**src/design/axi4s_pkg.sv**
```systemverilog
/*
 * axi4s rotator shared definitions
 * stream widths, lane count, payload types and FSM state encodings
 */

package axi4s_pkg;

   // --------------------
   // stream geometry
   // --------------------

   // byte lanes in tdata
   localparam int DATA_BYTES = 8;
   // shift amount width, rotations 0..7
   localparam int SHIFT_WID  = 3;

   // --------------------
   // lane fan-out
   // --------------------

   // parallel rotator lanes
   localparam int NUM_LANES  = 4;
   // lane index width
   localparam int LANE_WID   = 2;

   // payload types
   typedef logic [DATA_BYTES-1:0][7:0] tdata_t;
   typedef logic [DATA_BYTES-1:0]      tkeep_t;
   typedef logic [SHIFT_WID-1:0]       shift_t;
   typedef logic [LANE_WID-1:0]        lane_t;

   // dispatcher FSM, idle waits for first beat of a packet
   typedef enum logic {
      DISP_IDLE,
      DISP_PKT
   } disp_state_e;

   // collector FSM, same meaning on the output side
   typedef enum logic {
      COLL_IDLE,
      COLL_PKT
   } coll_state_e;

endpackage
```
**src/design/axi4s_intf.sv**
```systemverilog
/*
 * byte-lane AXI4-stream interface
 * tx side drives valid and payload, rx side drives tready
 */

`timescale 1ns/1ps

interface axi4s_intf (
   input logic aclk,
   input logic rst_n
);

   // handshake
   logic                tvalid;
   logic                tready;

   // payload
   axi4s_pkg::tdata_t   tdata;
   axi4s_pkg::tkeep_t   tkeep;
   logic                tlast;

   // source side
   modport tx (
      input  aclk,
      input  rst_n,
      output tvalid,
      input  tready,
      output tdata,
      output tkeep,
      output tlast
   );

   // sink side
   modport rx (
      input  aclk,
      input  rst_n,
      input  tvalid,
      output tready,
      input  tdata,
      input  tkeep,
      input  tlast
   );

endinterface

```
**src/design/axi4s_rotator_top.sv**
```systemverilog
/*
 * axi4s packet byte rotator, top level
 * dispatcher, four rotator lanes and collector on plain stream ports
 */

`timescale 1ns/1ps

module axi4s_rotator_top (
   input  logic               aclk,
   input  logic               rst_n,
   // ingress stream
   input  logic               in_tvalid,
   output logic               in_tready,
   input  axi4s_pkg::tdata_t  in_tdata,
   input  axi4s_pkg::tkeep_t  in_tkeep,
   input  logic               in_tlast,
   // rotation, sampled on the first beat of each packet
   input  axi4s_pkg::shift_t  shift,
   // egress stream
   output logic               out_tvalid,
   input  logic               out_tready,
   output axi4s_pkg::tdata_t  out_tdata,
   output axi4s_pkg::tkeep_t  out_tkeep,
   output logic               out_tlast
);

   // --------------------
   // lane links
   // --------------------

   // dispatcher to lanes
   axi4s_intf lane_in [axi4s_pkg::NUM_LANES] (
      .aclk  (aclk),
      .rst_n (rst_n)
   );

   // lanes to collector
   axi4s_intf lane_out [axi4s_pkg::NUM_LANES] (
      .aclk  (aclk),
      .rst_n (rst_n)
   );

   // per-lane packet shift
   axi4s_pkg::shift_t lane_shift [axi4s_pkg::NUM_LANES];

   axi4s_dispatch u_dispatch (
      .aclk       (aclk),
      .rst_n      (rst_n),
      .in_tvalid  (in_tvalid),
      .in_tready  (in_tready),
      .in_tdata   (in_tdata),
      .in_tkeep   (in_tkeep),
      .in_tlast   (in_tlast),
      .shift      (shift),
      .lane_in    (lane_in),
      .lane_shift (lane_shift)
   );

   // --------------------
   // rotator lanes
   // --------------------

   // little endian lanes only
   for (genvar i = 0; i < axi4s_pkg::NUM_LANES; i++) begin : g_rot
      axi4s_shift #(
         .BIGENDIAN (1'b0)
      ) u_shift (
         .axi4s_in  (lane_in[i]),
         .axi4s_out (lane_out[i]),
         .shift     (lane_shift[i])
      );
   end

   axi4s_collect u_collect (
      .aclk       (aclk),
      .rst_n      (rst_n),
      .lane_out   (lane_out),
      .out_tvalid (out_tvalid),
      .out_tready (out_tready),
      .out_tdata  (out_tdata),
      .out_tkeep  (out_tkeep),
      .out_tlast  (out_tlast)
   );

endmodule

```
**src/design/axi4s_collect.sv**
```systemverilog
/*
 * axi4s packet collector
 * drains the rotator lanes in round-robin packet order so the
 * output stream keeps the order of the input packets
 */

`timescale 1ns/1ps

module axi4s_collect (
   input  logic               aclk,
   input  logic               rst_n,
   // lane side
   axi4s_intf.rx              lane_out [axi4s_pkg::NUM_LANES],
   // egress stream
   output logic               out_tvalid,
   input  logic               out_tready,
   output axi4s_pkg::tdata_t  out_tdata,
   output axi4s_pkg::tkeep_t  out_tkeep,
   output logic               out_tlast
);

   axi4s_pkg::lane_t        rd_ptr;
   axi4s_pkg::coll_state_e  state;
   logic                    xfer;

   // lane outputs gathered for indexing
   logic                    lane_vld  [axi4s_pkg::NUM_LANES];
   axi4s_pkg::tdata_t       lane_data [axi4s_pkg::NUM_LANES];
   axi4s_pkg::tkeep_t       lane_keep [axi4s_pkg::NUM_LANES];
   logic                    lane_last [axi4s_pkg::NUM_LANES];

   // --------------------
   // lane mux
   // --------------------

   for (genvar i = 0; i < axi4s_pkg::NUM_LANES; i++) begin : g_lane
      assign lane_vld[i]  = lane_out[i].tvalid;
      assign lane_data[i] = lane_out[i].tdata;
      assign lane_keep[i] = lane_out[i].tkeep;
      assign lane_last[i] = lane_out[i].tlast;
      // back-pressure only to the lane being drained
      assign lane_out[i].tready = out_tready && (rd_ptr == axi4s_pkg::lane_t'(i));
   end

   assign out_tvalid = lane_vld[rd_ptr];
   assign out_tdata  = lane_data[rd_ptr];
   assign out_tkeep  = lane_keep[rd_ptr];
   assign out_tlast  = lane_last[rd_ptr];

   assign xfer = out_tvalid && out_tready;

   // --------------------
   // packet FSM
   // --------------------

   always_ff @(posedge aclk) begin
      if (!rst_n) begin
         state  <= axi4s_pkg::COLL_IDLE;
         rd_ptr <= '0;
      end else if (xfer) begin
         case (state)
            axi4s_pkg::COLL_IDLE: begin
               if (!out_tlast) begin
                  state <= axi4s_pkg::COLL_PKT;
               end
            end
            default: begin
               if (out_tlast) begin
                  state <= axi4s_pkg::COLL_IDLE;
               end
            end
         endcase
         // packet done, move on in the same order as the dispatcher
         if (out_tlast) begin
            rd_ptr <= (rd_ptr == axi4s_pkg::lane_t'(axi4s_pkg::NUM_LANES-1)) ?
                      '0 : rd_ptr + 1'b1;
         end
      end
   end

endmodule

```
**src/design/axi4s_dispatch.sv**
```systemverilog
/*
 * axi4s packet dispatcher
 * steers whole packets round-robin to the rotator lanes and latches
 * the shift amount of each packet on its first beat
 */

`timescale 1ns/1ps

module axi4s_dispatch (
   input  logic               aclk,
   input  logic               rst_n,
   // ingress stream
   input  logic               in_tvalid,
   output logic               in_tready,
   input  axi4s_pkg::tdata_t  in_tdata,
   input  axi4s_pkg::tkeep_t  in_tkeep,
   input  logic               in_tlast,
   input  axi4s_pkg::shift_t  shift,
   // lane side
   axi4s_intf.tx              lane_in [axi4s_pkg::NUM_LANES],
   output axi4s_pkg::shift_t  lane_shift [axi4s_pkg::NUM_LANES]
);

   axi4s_pkg::lane_t        wr_ptr;
   axi4s_pkg::disp_state_e  state;
   axi4s_pkg::shift_t       shift_q [axi4s_pkg::NUM_LANES];
   logic                    lane_rdy [axi4s_pkg::NUM_LANES];
   logic                    xfer;
   logic                    first_beat;

   // ready from the selected lane only
   assign in_tready  = lane_rdy[wr_ptr];
   assign xfer       = in_tvalid && in_tready;
   assign first_beat = (state == axi4s_pkg::DISP_IDLE);

   // --------------------
   // lane steering
   // --------------------

   for (genvar i = 0; i < axi4s_pkg::NUM_LANES; i++) begin : g_lane
      // valid only towards the selected lane
      assign lane_in[i].tvalid = in_tvalid && (wr_ptr == axi4s_pkg::lane_t'(i));
      // payload broadcast, lanes ignore it without valid
      assign lane_in[i].tdata  = in_tdata;
      assign lane_in[i].tkeep  = in_tkeep;
      assign lane_in[i].tlast  = in_tlast;
      assign lane_rdy[i]       = lane_in[i].tready;

      // live shift on the first beat, latched copy after that
      assign lane_shift[i] = (first_beat && wr_ptr == axi4s_pkg::lane_t'(i)) ?
                             shift : shift_q[i];
   end

   // per-lane shift capture
   // lane has drained before round robin comes back to it
   always_ff @(posedge aclk) begin
      if (xfer && first_beat) begin
         shift_q[wr_ptr] <= shift;
      end
   end

   // --------------------
   // packet FSM
   // --------------------

   always_ff @(posedge aclk) begin
      if (!rst_n) begin
         state  <= axi4s_pkg::DISP_IDLE;
         wr_ptr <= '0;
      end else if (xfer) begin
         case (state)
            axi4s_pkg::DISP_IDLE: begin
               // single-beat packets stay idle
               if (!in_tlast) begin
                  state <= axi4s_pkg::DISP_PKT;
               end
            end
            default: begin
               if (in_tlast) begin
                  state <= axi4s_pkg::DISP_IDLE;
               end
            end
         endcase
         // next lane after the last beat
         if (in_tlast) begin
            wr_ptr <= (wr_ptr == axi4s_pkg::lane_t'(axi4s_pkg::NUM_LANES-1)) ?
                      '0 : wr_ptr + 1'b1;
         end
      end
   end

endmodule

```
**src/design/axi4s_shift.sv**
```systemverilog
/*
 * axi4s byte rotator lane
 * circular rotate of tdata and tkeep toward higher byte positions,
 * followed by one output register stage with full-throughput handshake
 */

`timescale 1ns/1ps

module axi4s_shift #(
   // byte order of the lanes, 0 is little endian
   parameter logic BIGENDIAN = 1'b0
) (
   axi4s_intf.rx              axi4s_in,
   axi4s_intf.tx              axi4s_out,
   // rotation in byte positions
   input axi4s_pkg::shift_t   shift
);

   localparam int DW = axi4s_pkg::DATA_BYTES * 8;
   localparam int KW = axi4s_pkg::DATA_BYTES;

   // byte reversal for big endian lanes
   function automatic axi4s_pkg::tdata_t swap_data(input axi4s_pkg::tdata_t d);
      axi4s_pkg::tdata_t r;
      for (int b = 0; b < axi4s_pkg::DATA_BYTES; b++) begin
         r[b] = d[axi4s_pkg::DATA_BYTES-1-b];
      end
      return r;
   endfunction

   function automatic axi4s_pkg::tkeep_t swap_keep(input axi4s_pkg::tkeep_t k);
      axi4s_pkg::tkeep_t r;
      for (int b = 0; b < axi4s_pkg::DATA_BYTES; b++) begin
         r[b] = k[axi4s_pkg::DATA_BYTES-1-b];
      end
      return r;
   endfunction

   // --------------------
   // rotate datapath
   // --------------------

   axi4s_pkg::tdata_t  data_le;
   axi4s_pkg::tkeep_t  keep_le;
   logic [2*DW-1:0]    data_dbl;
   logic [2*KW-1:0]    keep_dbl;
   axi4s_pkg::tdata_t  data_rot;
   axi4s_pkg::tkeep_t  keep_rot;

   // into little endian order
   assign data_le = BIGENDIAN ? swap_data(axi4s_in.tdata) : axi4s_in.tdata;
   assign keep_le = BIGENDIAN ? swap_keep(axi4s_in.tkeep) : axi4s_in.tkeep;

   // doubled word shifted up, top half is the rotated result
   assign data_dbl = {data_le, data_le} << {shift, 3'b000};
   assign keep_dbl = {keep_le, keep_le} << shift;

   // back into the lane order of the stream
   assign data_rot = BIGENDIAN ? swap_data(data_dbl[2*DW-1:DW]) : data_dbl[2*DW-1:DW];
   assign keep_rot = BIGENDIAN ? swap_keep(keep_dbl[2*KW-1:KW]) : keep_dbl[2*KW-1:KW];

   // --------------------
   // output register
   // --------------------

   logic               out_vld;
   axi4s_pkg::tdata_t  out_data;
   axi4s_pkg::tkeep_t  out_keep;
   logic               out_last;

   // accept when empty or draining this cycle, no bubble
   assign axi4s_in.tready = !out_vld || axi4s_out.tready;

   always_ff @(posedge axi4s_in.aclk) begin
      if (!axi4s_in.rst_n) begin
         out_vld <= 1'b0;
      end else if (axi4s_in.tready) begin
         out_vld <= axi4s_in.tvalid;
      end
   end

   // payload only loads on an accepted beat
   always_ff @(posedge axi4s_in.aclk) begin
      if (axi4s_in.tvalid && axi4s_in.tready) begin
         out_data <= data_rot;
         out_keep <= keep_rot;
         out_last <= axi4s_in.tlast;
      end
   end

   assign axi4s_out.tvalid = out_vld;
   assign axi4s_out.tdata  = out_data;
   assign axi4s_out.tkeep  = out_keep;
   assign axi4s_out.tlast  = out_last;

endmodule

```
**config.mk**
```make
export PLATFORM = sky130hd
export DESIGN_NAME = axi4s_rotator_top
export DESIGN_NICKNAME = d
export VERILOG_FILES = /design/src/design/axi4s_pkg.sv /design/src/design/axi4s_intf.sv /design/src/design/axi4s_rotator_top.sv /design/src/design/axi4s_collect.sv /design/src/design/axi4s_dispatch.sv /design/src/design/axi4s_shift.sv
export SDC_FILE = /design/constraint.sdc
export NUM_CORES = 1
export LEC_CHECK = 0
export BUFFER_PORTS_ARGS = -buffer_cell sky130_fd_sc_hd__buf_2
export CORE_UTILIZATION = 55
export CTS_CLUSTER_DIAMETER = 30
export DETAILED_ROUTE_END_ITERATION = 8
export GPL_TIMING_DRIVEN = 0
export PLACE_DENSITY_LB_ADDON = 0.05
export SLEW_MARGIN = 20
export SYNTH_ARGS = -nofsm -noshare
export SYNTH_HDL_FRONTEND = slang
export SYNTH_HIERARCHICAL = 1
export SYNTH_SLANG_ARGS = --single-unit
```
**constraint.sdc**
```tcl
create_clock -name aclk -period 7.1 [get_ports aclk]
set_input_delay 1.065 -clock aclk [delete_from_list [all_inputs] [get_ports aclk]]
set_output_delay 1.065 -clock aclk [all_outputs]
set_load 0.1 [all_outputs]
```
==> results.json <==
{
  "run_status": "finished, final reports clean",
  "synth_area_mm2": 0.0253,
  "vias_per_cell": 7.09,
  "wl_mm": 86.1,
  "max_slew_margin_pct": 19.9,
  "vias": 16400,
  "hpwl_mm": 58.5,
  "initial_core_util_pct": 55.7,
  "cts_resized": 0,
  "p_clk_share_pct": 48.5,
  "crit_start": "u_collect/rd_ptr[1]",
  "ir_drop_mv": 0.219,
  "synth-main-ff-cell": "edfxtp_1",
  "finalPower_w": 0.00850,
  "grt_max_degree": 43,
  "io_pins": 155,
  "antenna_found_initial": 1,
  "synth_top_cell_by_area": "edfxtp_1",
  "rsz0062_at_grt": "no",
  "clock.fmax_mhz": 230,
  "fp.coreArea_mm2": 0.0454,
  "yosysSeqAreaShare_pct": 36.9,
  "clockBufferDepth": 3,
  "synthesis.nets": 1546,
  "leakage_nw": 11.2,
  "async_flop_share_pct": 0,
  "layout.nets": 1724,
  "critPathCaptureType": "output pin",
  "worst_pin_slew_ns": 1.20,
  "multi_input_area_mm2": 0.0129,
  "worstSkewPairLatency_ns": 0.63,
  "crit_fanout": 10,
  "die_h_um": 216,
  "track_usage_pct": 37.2,
  "p_switching_w": 0.00264,
  "dieArea_mm2": 0.0468,
  "maxCapViolCount": 0,
  "share_comb_of_total_power_pct": 25.0,
  "area_growth_pct": 17.4,
  "power_frac_seq_pct": 26.5,
  "final_hold_viol_count": 0,
  "drc": 0,
  "final_layout_size_suffix_gt1_share_pct": 60.7,
  "synthDistinctLibCells": 30,
  "synth_top_area_share_pct": 36.1,
  "finalCriticalPeriod_ns": 4.34,
  "r2r_end": "g_rot[2].u_shift/axi4s_out.tdata[62]",
  "hp-class": "reg2reg",
  "cts_tree": "done",
  "die_w_um": 216,
  "clk_pin_slew_ns": 0.04,
  "drt_iter0_drc": 1920,
  "syn_avg_cell_area_um2": 17.3,
  "core.rowCount": 78,
  "synth.top_cells.by_count": "edfxtp_1, mux2_2, buf_4",
  "diodes": 0,
  "seqCellArea_mm2": 0.00931,
  "gp_congestion": 0.942,
  "avgRoutedWirePerCell_um": 37.2,
  "cts_buffers": 89,
  "ys_warn_count": 6,
  "r2r_start": "u_dispatch/wr_ptr[0]",
  "reg2reg_depth": 9,
  "htree_levels": 3,
  "drtAntennaViolNets": 0,
  "syn_inst": 1458,
  "crit_path_end": "in_tready",
  "setup_violations": 0,
  "synth-seq-cells": 313,
  "skew_ns": 0.0155,
  "worstPathRequired_ns": 6.03,
  "synth.most_common_cell": "edfxtp_1",
  "io_buffers": 82,
  "grt_pass1_vias": 16300,
  "final_area_mm2": 0.0297,
  "p_sw_share_pct": 31.1,
  "holdBufCountCts": 0,
  "critPathArrivalTime_ns": 3.28,
  "grt-ovfl-total": 0,
  "grt_pass1_wl_mm": 120,
  "tns_ns": 0,
  "firstDrtPassIters": 7,
  "dpl-instance-area_mm2": 0.0265,
  "clock_sinks": 313,
  "post-cts-setup-buffer-count": 0,
  "nFillCells": 3197,
  "path_class": "reg2out",
  "start_kind": "register",
  "fin_crit_sh_pct": 61.1,
  "regToRegSetupSlack_ns": 3.69,
  "synthTopCellsByArea": "edfxtp_1, mux4_1, mux2_2, mux4_2, buf_4",
  "power.density_mw_per_mm2": 287,
  "cts-root-buf": "clkbuf_16",
  "synth_edf_count": 304,
  "slew_viol_final": 0,
  "internal_power_w": 0.00586
}
worst max-delay path: stages (launching register included):
cell,delay [ns]
dfxtp_1,0.38
buf_6,0.14
buf_2,0.24
buf_2,0.52
inv_1,0.14
ha_1,0.20
and2_1,0.12
nand2b_1,0.17
mux2_4,0.31
nor2_1,0.09
a21oi_1,0.04
buf_2,0.30
registers in the layout, summed over array words and instances (netlist names):
name,count
g_rot.u_shift/axi4s_out.tdata,256
g_rot.u_shift/axi4s_out.tkeep,32
g_rot.u_shift/axi4s_out.tlast,4
g_rot.u_shift/axi4s_out.tvalid,4
u_collect/rd_ptr,2
u_dispatch/shift_q,12
u_dispatch/state,1
u_dispatch/wr_ptr,2
metrics by stage:
stage | worst slack, ns | hold WS, ns | cells | utilization (%)
after floorplan | 3.08 | 0.491 | 1458 | -
after global placement | 2.02 | 0.532 | 2140 | 58.2
after detailed placement | 3.41 | 0.538 | 2145 | 58.5
after CTS | 2.74 | 0.543 | 2311 | 65.3
after global routing | 2.57 | 0.582 | 2311 | 65.3
final | 2.76 | 0.537 | 2311 | 65.3
kinds of logic after synthesis:
logic type,after synthesis,synth area share [%]
mux,669,49.6
buf+inv,416,11.9
flops,313,36.9
simple gates,42,0.847
compound gates,10,0.362
fa+ha+maj,8,0.396
metal layers:
metal	global-route usage (%)	routed length (um)
met1	50.3	33300
met2	55.2	38500
met3	11.8	10300
met4	17.2	3980
met5	0	13
power groups by stage:
stage	Combinational (W)	Sequential [W]	Clock, W
floorplan	0.00164	0.00226	0
global placement	0.00206	0.00229	0
detailed placement	0.00209	0.00228	0
CTS	0.00210	0.00225	0.00415
global route	0.00218	0.00226	0.00425
finish	0.00212	0.00225	0.00412
cells in the final DEF (no fill, tap or decap), types with 9 or more instances in the layout:
cell / n
mux4_1: 248
mux2_2: 300
bufinv_16: 13
buf_4: 293
clkbuf_1: 18
nand2_1: 13
inv_6: 10
buf_6: 35
dfxtp_1: 9
clkbuf_16: 91
clkinvlp_4: 13
edfxtp_1: 304
mux4_2: 113
buf_1: 19
buf_2: 126
inv_1: 10
clkinv_2: 14
cell type report:
cell class	instances	share of cell area (%)
multi-input cells	729	43.7
flip-flops and latches	313	31.4
plain buffers	406	10.0
clock buffers	99	7.85
clock inverters	67	2.66
well taps	600	2.53
repair buffers	87	1.75
inverters	10	0.127
how the worst min path moves through the flow:
| stage | startpoint | endpoint | slack (ns) | cells after the start |
|---|---|---|---|---|
| final | u_dispatch/state | u_dispatch/state | 0.54 | 2 |
| after global routing | g_rot[2].u_shift/axi4s_out.tvalid | g_rot[2].u_shift/axi4s_out.tvalid | 0.58 | 2 |
| after CTS | u_dispatch/state | u_dispatch/state | 0.54 | 2 |
| after detailed placement | u_dispatch/state | u_dispatch/state | 0.54 | 2 |
| after global placement | g_rot[0].u_shift/axi4s_out.tvalid | g_rot[0].u_shift/axi4s_out.tvalid | 0.53 | 2 |
| after floorplan | g_rot[2].u_shift/axi4s_out.tvalid | g_rot[2].u_shift/axi4s_out.tvalid | 0.49 | 2 |
Power figures use the tool's default switching activity.
